## config.mk

```make
export PLATFORM = sky130hd
export DESIGN_NAME = output_eval_top
export DESIGN_NICKNAME = d
export VERILOG_FILES = /design/src/output_eval_pkg.sv /design/src/class_path.sv /design/src/cost_delta_path.sv /design/src/eval_combine.sv /design/src/fxp_mul.sv /design/src/output_eval_top.sv /design/src/pipe_delay.sv /design/src/wb_sample_port.sv
export SDC_FILE = /design/constraint.sdc
export NUM_CORES = 2
export LEC_CHECK = 0
export BUFFER_PORTS_ARGS = -buffer_cell sky130_fd_sc_hd__buf_4
export CORE_ASPECT_RATIO = 1.75
export CORE_MARGIN = 2
export CORE_UTILIZATION = 61
export DETAILED_ROUTE_END_ITERATION = 8
export GPL_ROUTABILITY_DRIVEN = 0
export PLACE_DENSITY = 0.79
export SKIP_LAST_GASP = 1
export SYNTH_ARGS = -nofsm -noshare
export SYNTH_HDL_FRONTEND = slang
export SYNTH_SLANG_ARGS = --single-unit
```

## constraint.sdc

```tcl
create_clock -name clk -period 16.58 [get_ports clk]
set_input_delay 0.829 -clock clk [delete_from_list [all_inputs] [get_ports clk]]
set_output_delay 0.829 -clock clk [all_outputs]
set_load 0.02 [all_outputs]
```

## src/output_eval_pkg.sv

```systemverilog
// output layer evaluation types and fixed point format
// shared by the delta path, class path, combiner and bus port
package output_eval_pkg;

	// fixed point format, 1 sign + INT_BITS integer + FRAC_BITS fraction
	localparam int DATA_W = 12;
	localparam int INT_BITS = 3;
	localparam int FRAC_BITS = DATA_W - INT_BITS - 1; // 8

	localparam int NEURONS = 4; // output neurons
	localparam int IDX_W = 2; // neuron index width
	localparam int CNT_W = 8; // correct prediction counter

	typedef logic signed [DATA_W-1:0] fxp_t;
	typedef fxp_t [NEURONS-1:0] fxp_vec_t; // one value per neuron
	typedef logic signed [2*DATA_W-1:0] product_t; // full product, 2 sign bits

	// format limits
	localparam fxp_t FXP_MAX = {1'b0, {(DATA_W-1){1'b1}}};
	localparam fxp_t FXP_MIN = {1'b1, {(DATA_W-1){1'b0}}};
	// -1.0, i.e. 1 111 00000000
	localparam fxp_t FXP_NEG_ONE = {{(INT_BITS+1){1'b1}}, {FRAC_BITS{1'b0}}};

	// one sample written by the host
	typedef struct packed {
		fxp_vec_t act; // activations
		fxp_vec_t deriv; // activation derivatives
		logic [NEURONS-1:0] label; // ideal output, one bit per neuron
	} sample_t;

	// argmax result of the class path
	typedef struct packed {
		logic valid; // only marker of a finished evaluation
		logic [IDX_W-1:0] idx; // predicted neuron
		fxp_t max_val; // its activation
	} class_t;

	// combined result returned to the host
	typedef struct packed {
		fxp_vec_t delta; // (a - y) * adot per neuron
		logic [IDX_W-1:0] idx;
		logic correct; // label bit set at predicted index
		logic [CNT_W-1:0] count; // running count of correct samples
	} result_t;

endpackage

```

## src/class_path.sv

```systemverilog
// class path, compare tree for the largest activation
// result delayed to line up with the multiplier pipeline
`timescale 1ns/1ps

module class_path #(
	parameter int MULT_STAGES = 1
)(
	input logic clk,
	input logic reset,
	input output_eval_pkg::sample_t sample_i,
	input logic start_i,
	output output_eval_pkg::class_t class_o
);

	localparam int NEURONS = output_eval_pkg::NEURONS;
	localparam int LEAVES = 1 << $clog2(NEURONS); // padded to a power of two

	// heap order: node n has children 2n and 2n+1, leaves at LEAVES..2*LEAVES-1
	output_eval_pkg::fxp_t node_val [1:2*LEAVES-1];
	logic [output_eval_pkg::IDX_W-1:0] node_idx [1:2*LEAVES-1];
	output_eval_pkg::class_t class_d;

	for (genvar g = 0; g < LEAVES; g++) begin : g_leaf
		if (g < NEURONS) begin : g_real
			assign node_val[LEAVES+g] = sample_i.act[g];
		end else begin : g_pad
			// most negative value never beats a real neuron
			assign node_val[LEAVES+g] = output_eval_pkg::FXP_MIN;
		end
		assign node_idx[LEAVES+g] = g;
	end

	// each level halves the candidates, root is node 1
	for (genvar n = LEAVES - 1; n >= 1; n--) begin : g_node
		logic take_left; // left child holds the lower indices

		assign take_left = node_val[2*n] >= node_val[2*n+1]; // ties go low
		assign node_val[n] = take_left ? node_val[2*n] : node_val[2*n+1];
		assign node_idx[n] = take_left ? node_idx[2*n] : node_idx[2*n+1];
	end

	assign class_d = '{
		valid: start_i,
		idx: node_idx[1],
		max_val: node_val[1]
	};

	pipe_delay #(
		.payload_t(output_eval_pkg::class_t),
		.DEPTH(MULT_STAGES)
	) u_class_dly (
		.clk(clk),
		.reset(reset),
		.d_i(class_d),
		.q_o(class_o)
	);

endmodule

```

## src/cost_delta_path.sv

```systemverilog
// delta path, cost term a - y with a saturating add
// then one multiplier per neuron for (a - y) * adot
`timescale 1ns/1ps

module cost_delta_path #(
	parameter int MULT_STAGES = 1
)(
	input logic clk,
	input logic reset,
	input output_eval_pkg::sample_t sample_i,
	output output_eval_pkg::fxp_vec_t delta_o
);

	output_eval_pkg::fxp_vec_t cost; // cost term per neuron

	// add with clamp to the format limits
	function automatic output_eval_pkg::fxp_t sat_add(
		input output_eval_pkg::fxp_t a,
		input output_eval_pkg::fxp_t b
	);
		logic signed [output_eval_pkg::DATA_W:0] sum; // one guard bit
		sum = a + b;
		if (sum > output_eval_pkg::FXP_MAX) begin
			return output_eval_pkg::FXP_MAX;
		end else if (sum < output_eval_pkg::FXP_MIN) begin
			return output_eval_pkg::FXP_MIN;
		end
		return sum[output_eval_pkg::DATA_W-1:0];
	endfunction

	for (genvar g = 0; g < output_eval_pkg::NEURONS; g++) begin : g_neuron
		output_eval_pkg::fxp_t neg_y; // -y, either -1.0 or zero

		assign neg_y = sample_i.label[g] ? output_eval_pkg::FXP_NEG_ONE : '0;
		assign cost[g] = sat_add(sample_i.act[g], neg_y);

		fxp_mul #(
			.MULT_STAGES(MULT_STAGES)
		) u_mul (
			.clk(clk),
			.reset(reset),
			.a_i(cost[g]),
			.b_i(sample_i.deriv[g]),
			.p_o(delta_o[g]) // lands MULT_STAGES cycles later
		);
	end

endmodule

```

## src/eval_combine.sv

```systemverilog
// joins deltas and prediction into one registered result
// flags a correct prediction and counts them
`timescale 1ns/1ps

module eval_combine (
	input logic clk,
	input logic reset,
	input output_eval_pkg::fxp_vec_t delta_i,
	input output_eval_pkg::class_t class_i,
	input logic [output_eval_pkg::NEURONS-1:0] label_i,
	output output_eval_pkg::result_t result_o,
	output logic result_valid_o
);

	logic hit; // label bit at the predicted neuron
	logic valid_q;
	logic [output_eval_pkg::CNT_W-1:0] count_q; // wraps at 256
	output_eval_pkg::fxp_vec_t delta_q;
	logic [output_eval_pkg::IDX_W-1:0] idx_q;
	logic correct_q;

	assign hit = label_i[class_i.idx];

	always_ff @(posedge clk or posedge reset) begin
		if (reset) begin
			valid_q <= 1'b0;
			count_q <= '0;
		end else begin
			valid_q <= class_i.valid; // one cycle pulse
			if (class_i.valid && hit) begin
				count_q <= count_q + 1'b1;
			end
		end
	end

	// captured only when the class path reports done
	always_ff @(posedge clk) begin
		if (class_i.valid) begin
			delta_q <= delta_i;
			idx_q <= class_i.idx;
			correct_q <= hit;
		end
	end

	assign result_o = '{delta: delta_q, idx: idx_q, correct: correct_q, count: count_q};
	assign result_valid_o = valid_q;

endmodule

```

## src/fxp_mul.sv

```systemverilog
// signed fixed point multiplier, pipelined full product
// then saturation to the 1.3.8 format and round half up
`timescale 1ns/1ps

module fxp_mul #(
	parameter int MULT_STAGES = 1
)(
	input logic clk,
	input logic reset,
	input output_eval_pkg::fxp_t a_i,
	input output_eval_pkg::fxp_t b_i,
	output output_eval_pkg::fxp_t p_o
);

	localparam int W = output_eval_pkg::DATA_W;
	localparam int IB = output_eval_pkg::INT_BITS;
	localparam int FB = output_eval_pkg::FRAC_BITS;

	output_eval_pkg::product_t prod_d; // raw product, 2 sign, 6 int, 16 frac
	output_eval_pkg::product_t prod_q; // after the pipeline
	output_eval_pkg::fxp_t trunc; // sign + kept int and frac bits
	logic [IB:0] top_bits; // bits above the kept integer part
	logic round_bit; // first dropped fraction bit
	logic ovf_pos;
	logic ovf_neg;

	assign prod_d = a_i * b_i;

	pipe_delay #(
		.payload_t(output_eval_pkg::product_t),
		.DEPTH(MULT_STAGES)
	) u_prod_dly (
		.clk(clk),
		.reset(reset),
		.d_i(prod_d),
		.q_o(prod_q)
	);

	assign top_bits = prod_q[2*W-2 -: IB+1];
	assign round_bit = prod_q[FB-1];
	assign trunc = {prod_q[2*W-1], prod_q[2*FB+IB-1:FB]};

	// positive result needs all top bits clear, negative needs all set
	assign ovf_pos = !prod_q[2*W-1] && (top_bits != '0);
	assign ovf_neg = prod_q[2*W-1] && (top_bits != '1);

	always_comb begin
		if (ovf_pos) begin
			p_o = output_eval_pkg::FXP_MAX;
		end else if (ovf_neg) begin
			p_o = output_eval_pkg::FXP_MIN;
		end else if (round_bit && (trunc != output_eval_pkg::FXP_MAX)) begin
			p_o = trunc + 1'b1; // 0.5 lsb and above goes up
		end else begin
			p_o = trunc; // max positive is never rounded past
		end
	end

endmodule

```

## src/output_eval_top.sv

```systemverilog
// output layer evaluation top
// bus port feeding the delta and class paths and the combiner
`timescale 1ns/1ps

module output_eval_top #(
	parameter int MULT_STAGES = 1 // multiplier pipeline depth
)(
	input logic clk,
	input logic reset,
	input logic wb_cyc_i,
	input logic wb_stb_i,
	input logic wb_we_i,
	input output_eval_pkg::sample_t wb_dat_i,
	output output_eval_pkg::result_t wb_dat_o,
	output logic wb_ack_o
);

	output_eval_pkg::sample_t sample; // held sample, both paths
	logic start;
	output_eval_pkg::fxp_vec_t delta;
	output_eval_pkg::class_t cls;
	output_eval_pkg::result_t result;
	logic result_valid;

	wb_sample_port u_port (
		.clk(clk),
		.reset(reset),
		.wb_cyc_i(wb_cyc_i),
		.wb_stb_i(wb_stb_i),
		.wb_we_i(wb_we_i),
		.wb_dat_i(wb_dat_i),
		.wb_dat_o(wb_dat_o),
		.wb_ack_o(wb_ack_o),
		.sample_o(sample),
		.start_o(start),
		.result_i(result),
		.result_valid_i(result_valid)
	);

	cost_delta_path #(.MULT_STAGES(MULT_STAGES)) u_delta (
		.clk(clk),
		.reset(reset),
		.sample_i(sample),
		.delta_o(delta)
	);

	class_path #(.MULT_STAGES(MULT_STAGES)) u_class (
		.clk(clk),
		.reset(reset),
		.sample_i(sample),
		.start_i(start),
		.class_o(cls)
	);

	eval_combine u_combine (
		.clk(clk),
		.reset(reset),
		.delta_i(delta),
		.class_i(cls),
		.label_i(sample.label),
		.result_o(result),
		.result_valid_o(result_valid)
	);

endmodule

```

## src/pipe_delay.sv

```systemverilog
// typed delay line
// shifts any packed payload through DEPTH registers
`timescale 1ns/1ps

module pipe_delay #(
	parameter type payload_t = logic,
	parameter int DEPTH = 1 // 1 or more
)(
	input logic clk,
	input logic reset,
	input payload_t d_i,
	output payload_t q_o
);

	payload_t stage_q [DEPTH]; // stage 0 takes d_i

	always_ff @(posedge clk or posedge reset) begin
		if (reset) begin
			for (int i = 0; i < DEPTH; i++) begin
				stage_q[i] <= '0;
			end
		end else begin
			stage_q[0] <= d_i;
			// every later stage takes the one before it
			for (int i = 1; i < DEPTH; i++) begin
				stage_q[i] <= stage_q[i-1];
			end
		end
	end

	assign q_o = stage_q[DEPTH-1]; // oldest entry

endmodule

```

## src/wb_sample_port.sv

```systemverilog
// wishbone classic slave, takes a sample and starts the evaluation
// holds the last result for reads, stalls writes while busy
`timescale 1ns/1ps

module wb_sample_port (
	input logic clk,
	input logic reset,
	input logic wb_cyc_i,
	input logic wb_stb_i,
	input logic wb_we_i,
	input output_eval_pkg::sample_t wb_dat_i,
	output output_eval_pkg::result_t wb_dat_o,
	output logic wb_ack_o,
	output output_eval_pkg::sample_t sample_o,
	output logic start_o,
	input output_eval_pkg::result_t result_i,
	input logic result_valid_i
);

	logic req; // live request not yet acked
	logic wr_ok; // write can be taken now
	logic rd_ok; // read can be served now
	logic ack_q;
	logic start_q;
	logic pending_q; // evaluation in flight
	logic held_q; // a result is available
	output_eval_pkg::sample_t sample_q;
	output_eval_pkg::result_t result_q;

	// ack_q blocks a second ack on the cycle the first one is out
	assign req = wb_cyc_i && wb_stb_i && !ack_q;
	assign wr_ok = req && wb_we_i && !pending_q; // back-pressure
	assign rd_ok = req && !wb_we_i && held_q && !pending_q;

	always_ff @(posedge clk or posedge reset) begin
		if (reset) begin
			ack_q <= 1'b0;
			start_q <= 1'b0;
			pending_q <= 1'b0;
			held_q <= 1'b0;
		end else begin
			ack_q <= wr_ok || rd_ok;
			// start follows the write ack by one cycle
			start_q <= ack_q && wb_cyc_i && wb_stb_i && wb_we_i;
			if (wr_ok) begin
				pending_q <= 1'b1;
			end else if (result_valid_i) begin
				pending_q <= 1'b0;
			end
			if (result_valid_i) begin
				held_q <= 1'b1; // stays set, results are re-readable
			end
		end
	end

	always_ff @(posedge clk) begin
		if (wr_ok) begin
			sample_q <= wb_dat_i; // stable until the result is captured
		end
		if (result_valid_i) begin
			result_q <= result_i;
		end
	end

	assign wb_ack_o = ack_q;
	assign wb_dat_o = result_q;
	assign sample_o = sample_q;
	assign start_o = start_q;

endmodule
```

==> results.ini <==
[outcome]
outcome=completed

[floorplan]
core_area_mm2=0.0540
die_h_um=312
start_util=0.614
row_count=113
dieArea_mm2=0.0563
num_io_pins=165
dieWidth_um=180

[clocking]
cts_setup_buffers=0
cts.path.max_buffers=3
root_buffer=clkbuf_16
cts_resized=0
cts.sink_count=294
clk_latency_ns=0.59
cts-buffers-inserted=28
ctsHoldBuffers=0
cts_tree=done
clkTransAtPathRegs_ns=0.07
cts-htree-levels=1

[yosys]
synth_area_mm2=0.0332
synth_area_leaders=fa_1 (33%), edfxtp_1 (19%), ha_1 (9.4%), inv_1 (7.4%), dfrtp_1 (6.3%)
async_reset_ff_frac=0.286
synth_commonest_cells=inv_1 (656), fa_1 (549), nand2_1 (316)
synth_most_common_cell=inv_1
synth_cell_types=81
yosysWarnings=0
synth_nets=4043
ys_seq_area_frac=0.253
yosysTopAreaCell=fa_1
synth_edf_count=210
yosysTopAreaCellShare=0.331
syn_inst=3141
synth_flop_cell=edfxtp_1
ys_ff_latch=294
synth_area_per_cell_um2=10.6

[grt]
track_usage=0.266
antenna_found_initial=0
first_global_vias=24800
grt_overflow=0
grt_pass1_wl_mm=119
grt_max_degree=75

[final_layout]
stdcell_count=3944
final_util=0.663
antenna_cells=0
nFillCells=4089
syn_to_final_growth_pct=7.94
layout-drive-gt1-share=0.0873
fin_nets=4134

[sta]
worst_clock_skew_ns=0.0150
hold_violations=0
finalSetupTns_ns=0
tightest_slew_ns=1.06
fmax_mhz=131
slew_violations=0
setup_viol_count_final=0
relSlewSlack=0.294
post-route-min-period_ns=7.63
finalCritPeriodShare=0.460
rsz0062_at_grt=false

[drt]
vias_per_cell=5.62
dr_total_vias=22200
drt_iter0_markers=1206
drc=0
antenna_left=0
wl_per_cell_um=18.4
drt_wl_total_mm=72.4
drt_pre_antenna_iters=5

[setup_path]
r2r_cells=24
critPathSlowestCell=o22ai_1
rrSetupSlack_ns=8.95
start_kind=flip-flop
r2r-start=u_port.sample_o[1]
cp-end-kind=flip-flop
crit_chain=ha_1, fa_1, nand2_1, nand3_1, o22ai_1, nand2_1, a31o_2, and2_1, fa_1, inv_1, fa_1, fa_1, inv_1, fa_1, inv_1, fa_1, inv_1, ha_1, and4_1, a221oi_2, and3_1, o21ai_2, a221oi_2, xnor2_1
required_ns=17.08
worstSetupPathType=reg2reg
worstReg2RegEnd=u_delta.g_neuron[1].u_mul.u_prod_dly.q_o[23]
arrival_ns=8.13
cp_max_fo=14
crit_path_max_incr_delay_ns=0.80
cp_common_cell=fa_1

[placement]
dp.cells=3891
dp_hpwl_mm=60.1
portBuffers=164

[hold_path]
hold_class=in2async

[run]
max_cap_viol_count=0

==> cell families (layout without fill, tap and decap cells) <==
logic type / Yosys count / count (layout) / share of synthesized area
and+or+nand+nor: 823 / 823 / 0.124
muxes: 33 / 33 / 0.0114
xor gates and xnor gates: 141 / 141 / 0.0372
DFF: 294 / 294 / 0.253
adders and majority gates: 797 / 797 / 0.425
AOI/OAI and AO/OA: 282 / 282 / 0.0599
buffers and inverters: 771 / 884 / 0.0888
==> registers in the layout, indices dropped and copies added, names as in the netlist <==
| register | flops |
|---|---|
| u_port.wb_dat_o | 59 |
| u_combine.result_o | 48 |
| u_combine.count_q | 8 |
| u_port.wb_ack_o | 1 |
| u_port.pending_q | 1 |
| u_port.start_o | 1 |
| u_port.held_q | 1 |
| u_class.u_class_dly.q_o | 3 |
| u_combine.correct_q | 1 |
| u_combine.idx_q | 2 |
| u_port.sample_o | 100 |
| u_delta.g_neuron.u_mul.u_prod_dly.q_o | 68 |
| u_combine.result_valid_o | 1 |
==> metal layers <==
layer	GRT usage	up-vias	wire (um)
li1	-	9897	-
met1	0.279	11200	23600
met2	0.494	721	39700
met3	0.0311	312	3380
met4	0.183	0	5680
met5	0	-	0
==> per-stage QoR <==
step / setup slack, ns / hold slack, ns / cell area, um^2
2_1_floorplan: 8.17 / 0.331 / 33200
3_3_place_gp: 9.18 / 0.336 / 34900
3_5_place_dp: 8.95 / 0.341 / 34900
4_1_cts: 8.96 / 0.183 / 35800
5_1_grt: 8.35 / 0.208 / 35800
6_report: 8.95 / 0.208 / 35800
==> critical path: cells and delay by family (launching register included) <==
family	cells	cell delay (ns)
XOR/XNOR	1	0.16
AND/OR/NAND/NOR	6	1.27
AO/OA/AOI/OAI	5	1.93
buffers and inverters	4	0.19
adder cells (fa/ha/maj)	8	3.47
flip-flops	1	0.51
==> cells in the final DEF (no fill, tap or decap), types with 44 or more instances in the layout <==
| master | netlist | routed |
|---|---|---|
| xor2_1 | 46 | 46 |
| edfxtp_1 | 210 | 210 |
| ha_1 | 248 | 248 |
| fa_1 | 549 | 549 |
| buf_4 | 0 | 172 |
| nand2_1 | 316 | 316 |
| inv_1 | 656 | 655 |
| xnor2_1 | 95 | 95 |
| and2_1 | 258 | 258 |
| o21ai_0 | 71 | 71 |
| dfrtp_1 | 84 | 82 |
| a21oi_1 | 44 | 44 |
| a21o_1 | 63 | 63 |
| nor2_1 | 100 | 100 |
==> final cells by class <==
type / count / area (um^2) / area share
clock inverters: 18 / 154 / 0.00430
flip-flops and latches: 294 / 8410 / 0.235
clock buffers: 34 / 786 / 0.0219
inverters: 659 / 2470 / 0.0691
repair buffers: 173 / 1300 / 0.0362
multi-input cells: 2076 / 21800 / 0.609
well taps: 690 / 863 / 0.0241
==> worst max path at each step <==
stage | startpoint | endpoint
finish | u_port.sample_o[1] | u_delta.g_neuron[1].u_mul.u_prod_dly.q_o[23]
global route | u_port.sample_o[1] | u_delta.g_neuron[1].u_mul.u_prod_dly.q_o[23]
CTS | u_port.sample_o[1] | u_delta.g_neuron[1].u_mul.u_prod_dly.q_o[23]
detailed placement | u_port.sample_o[1] | u_delta.g_neuron[1].u_mul.u_prod_dly.q_o[23]
global placement | u_port.sample_o[1] | u_delta.g_neuron[1].u_mul.u_prod_dly.q_o[23]
floorplan | wb_we_i | u_port.sample_o[0]
Power is left out: the tool's default activity adds up to more than one toggle a clock period on the data nets, which glitch-free logic cannot reach.
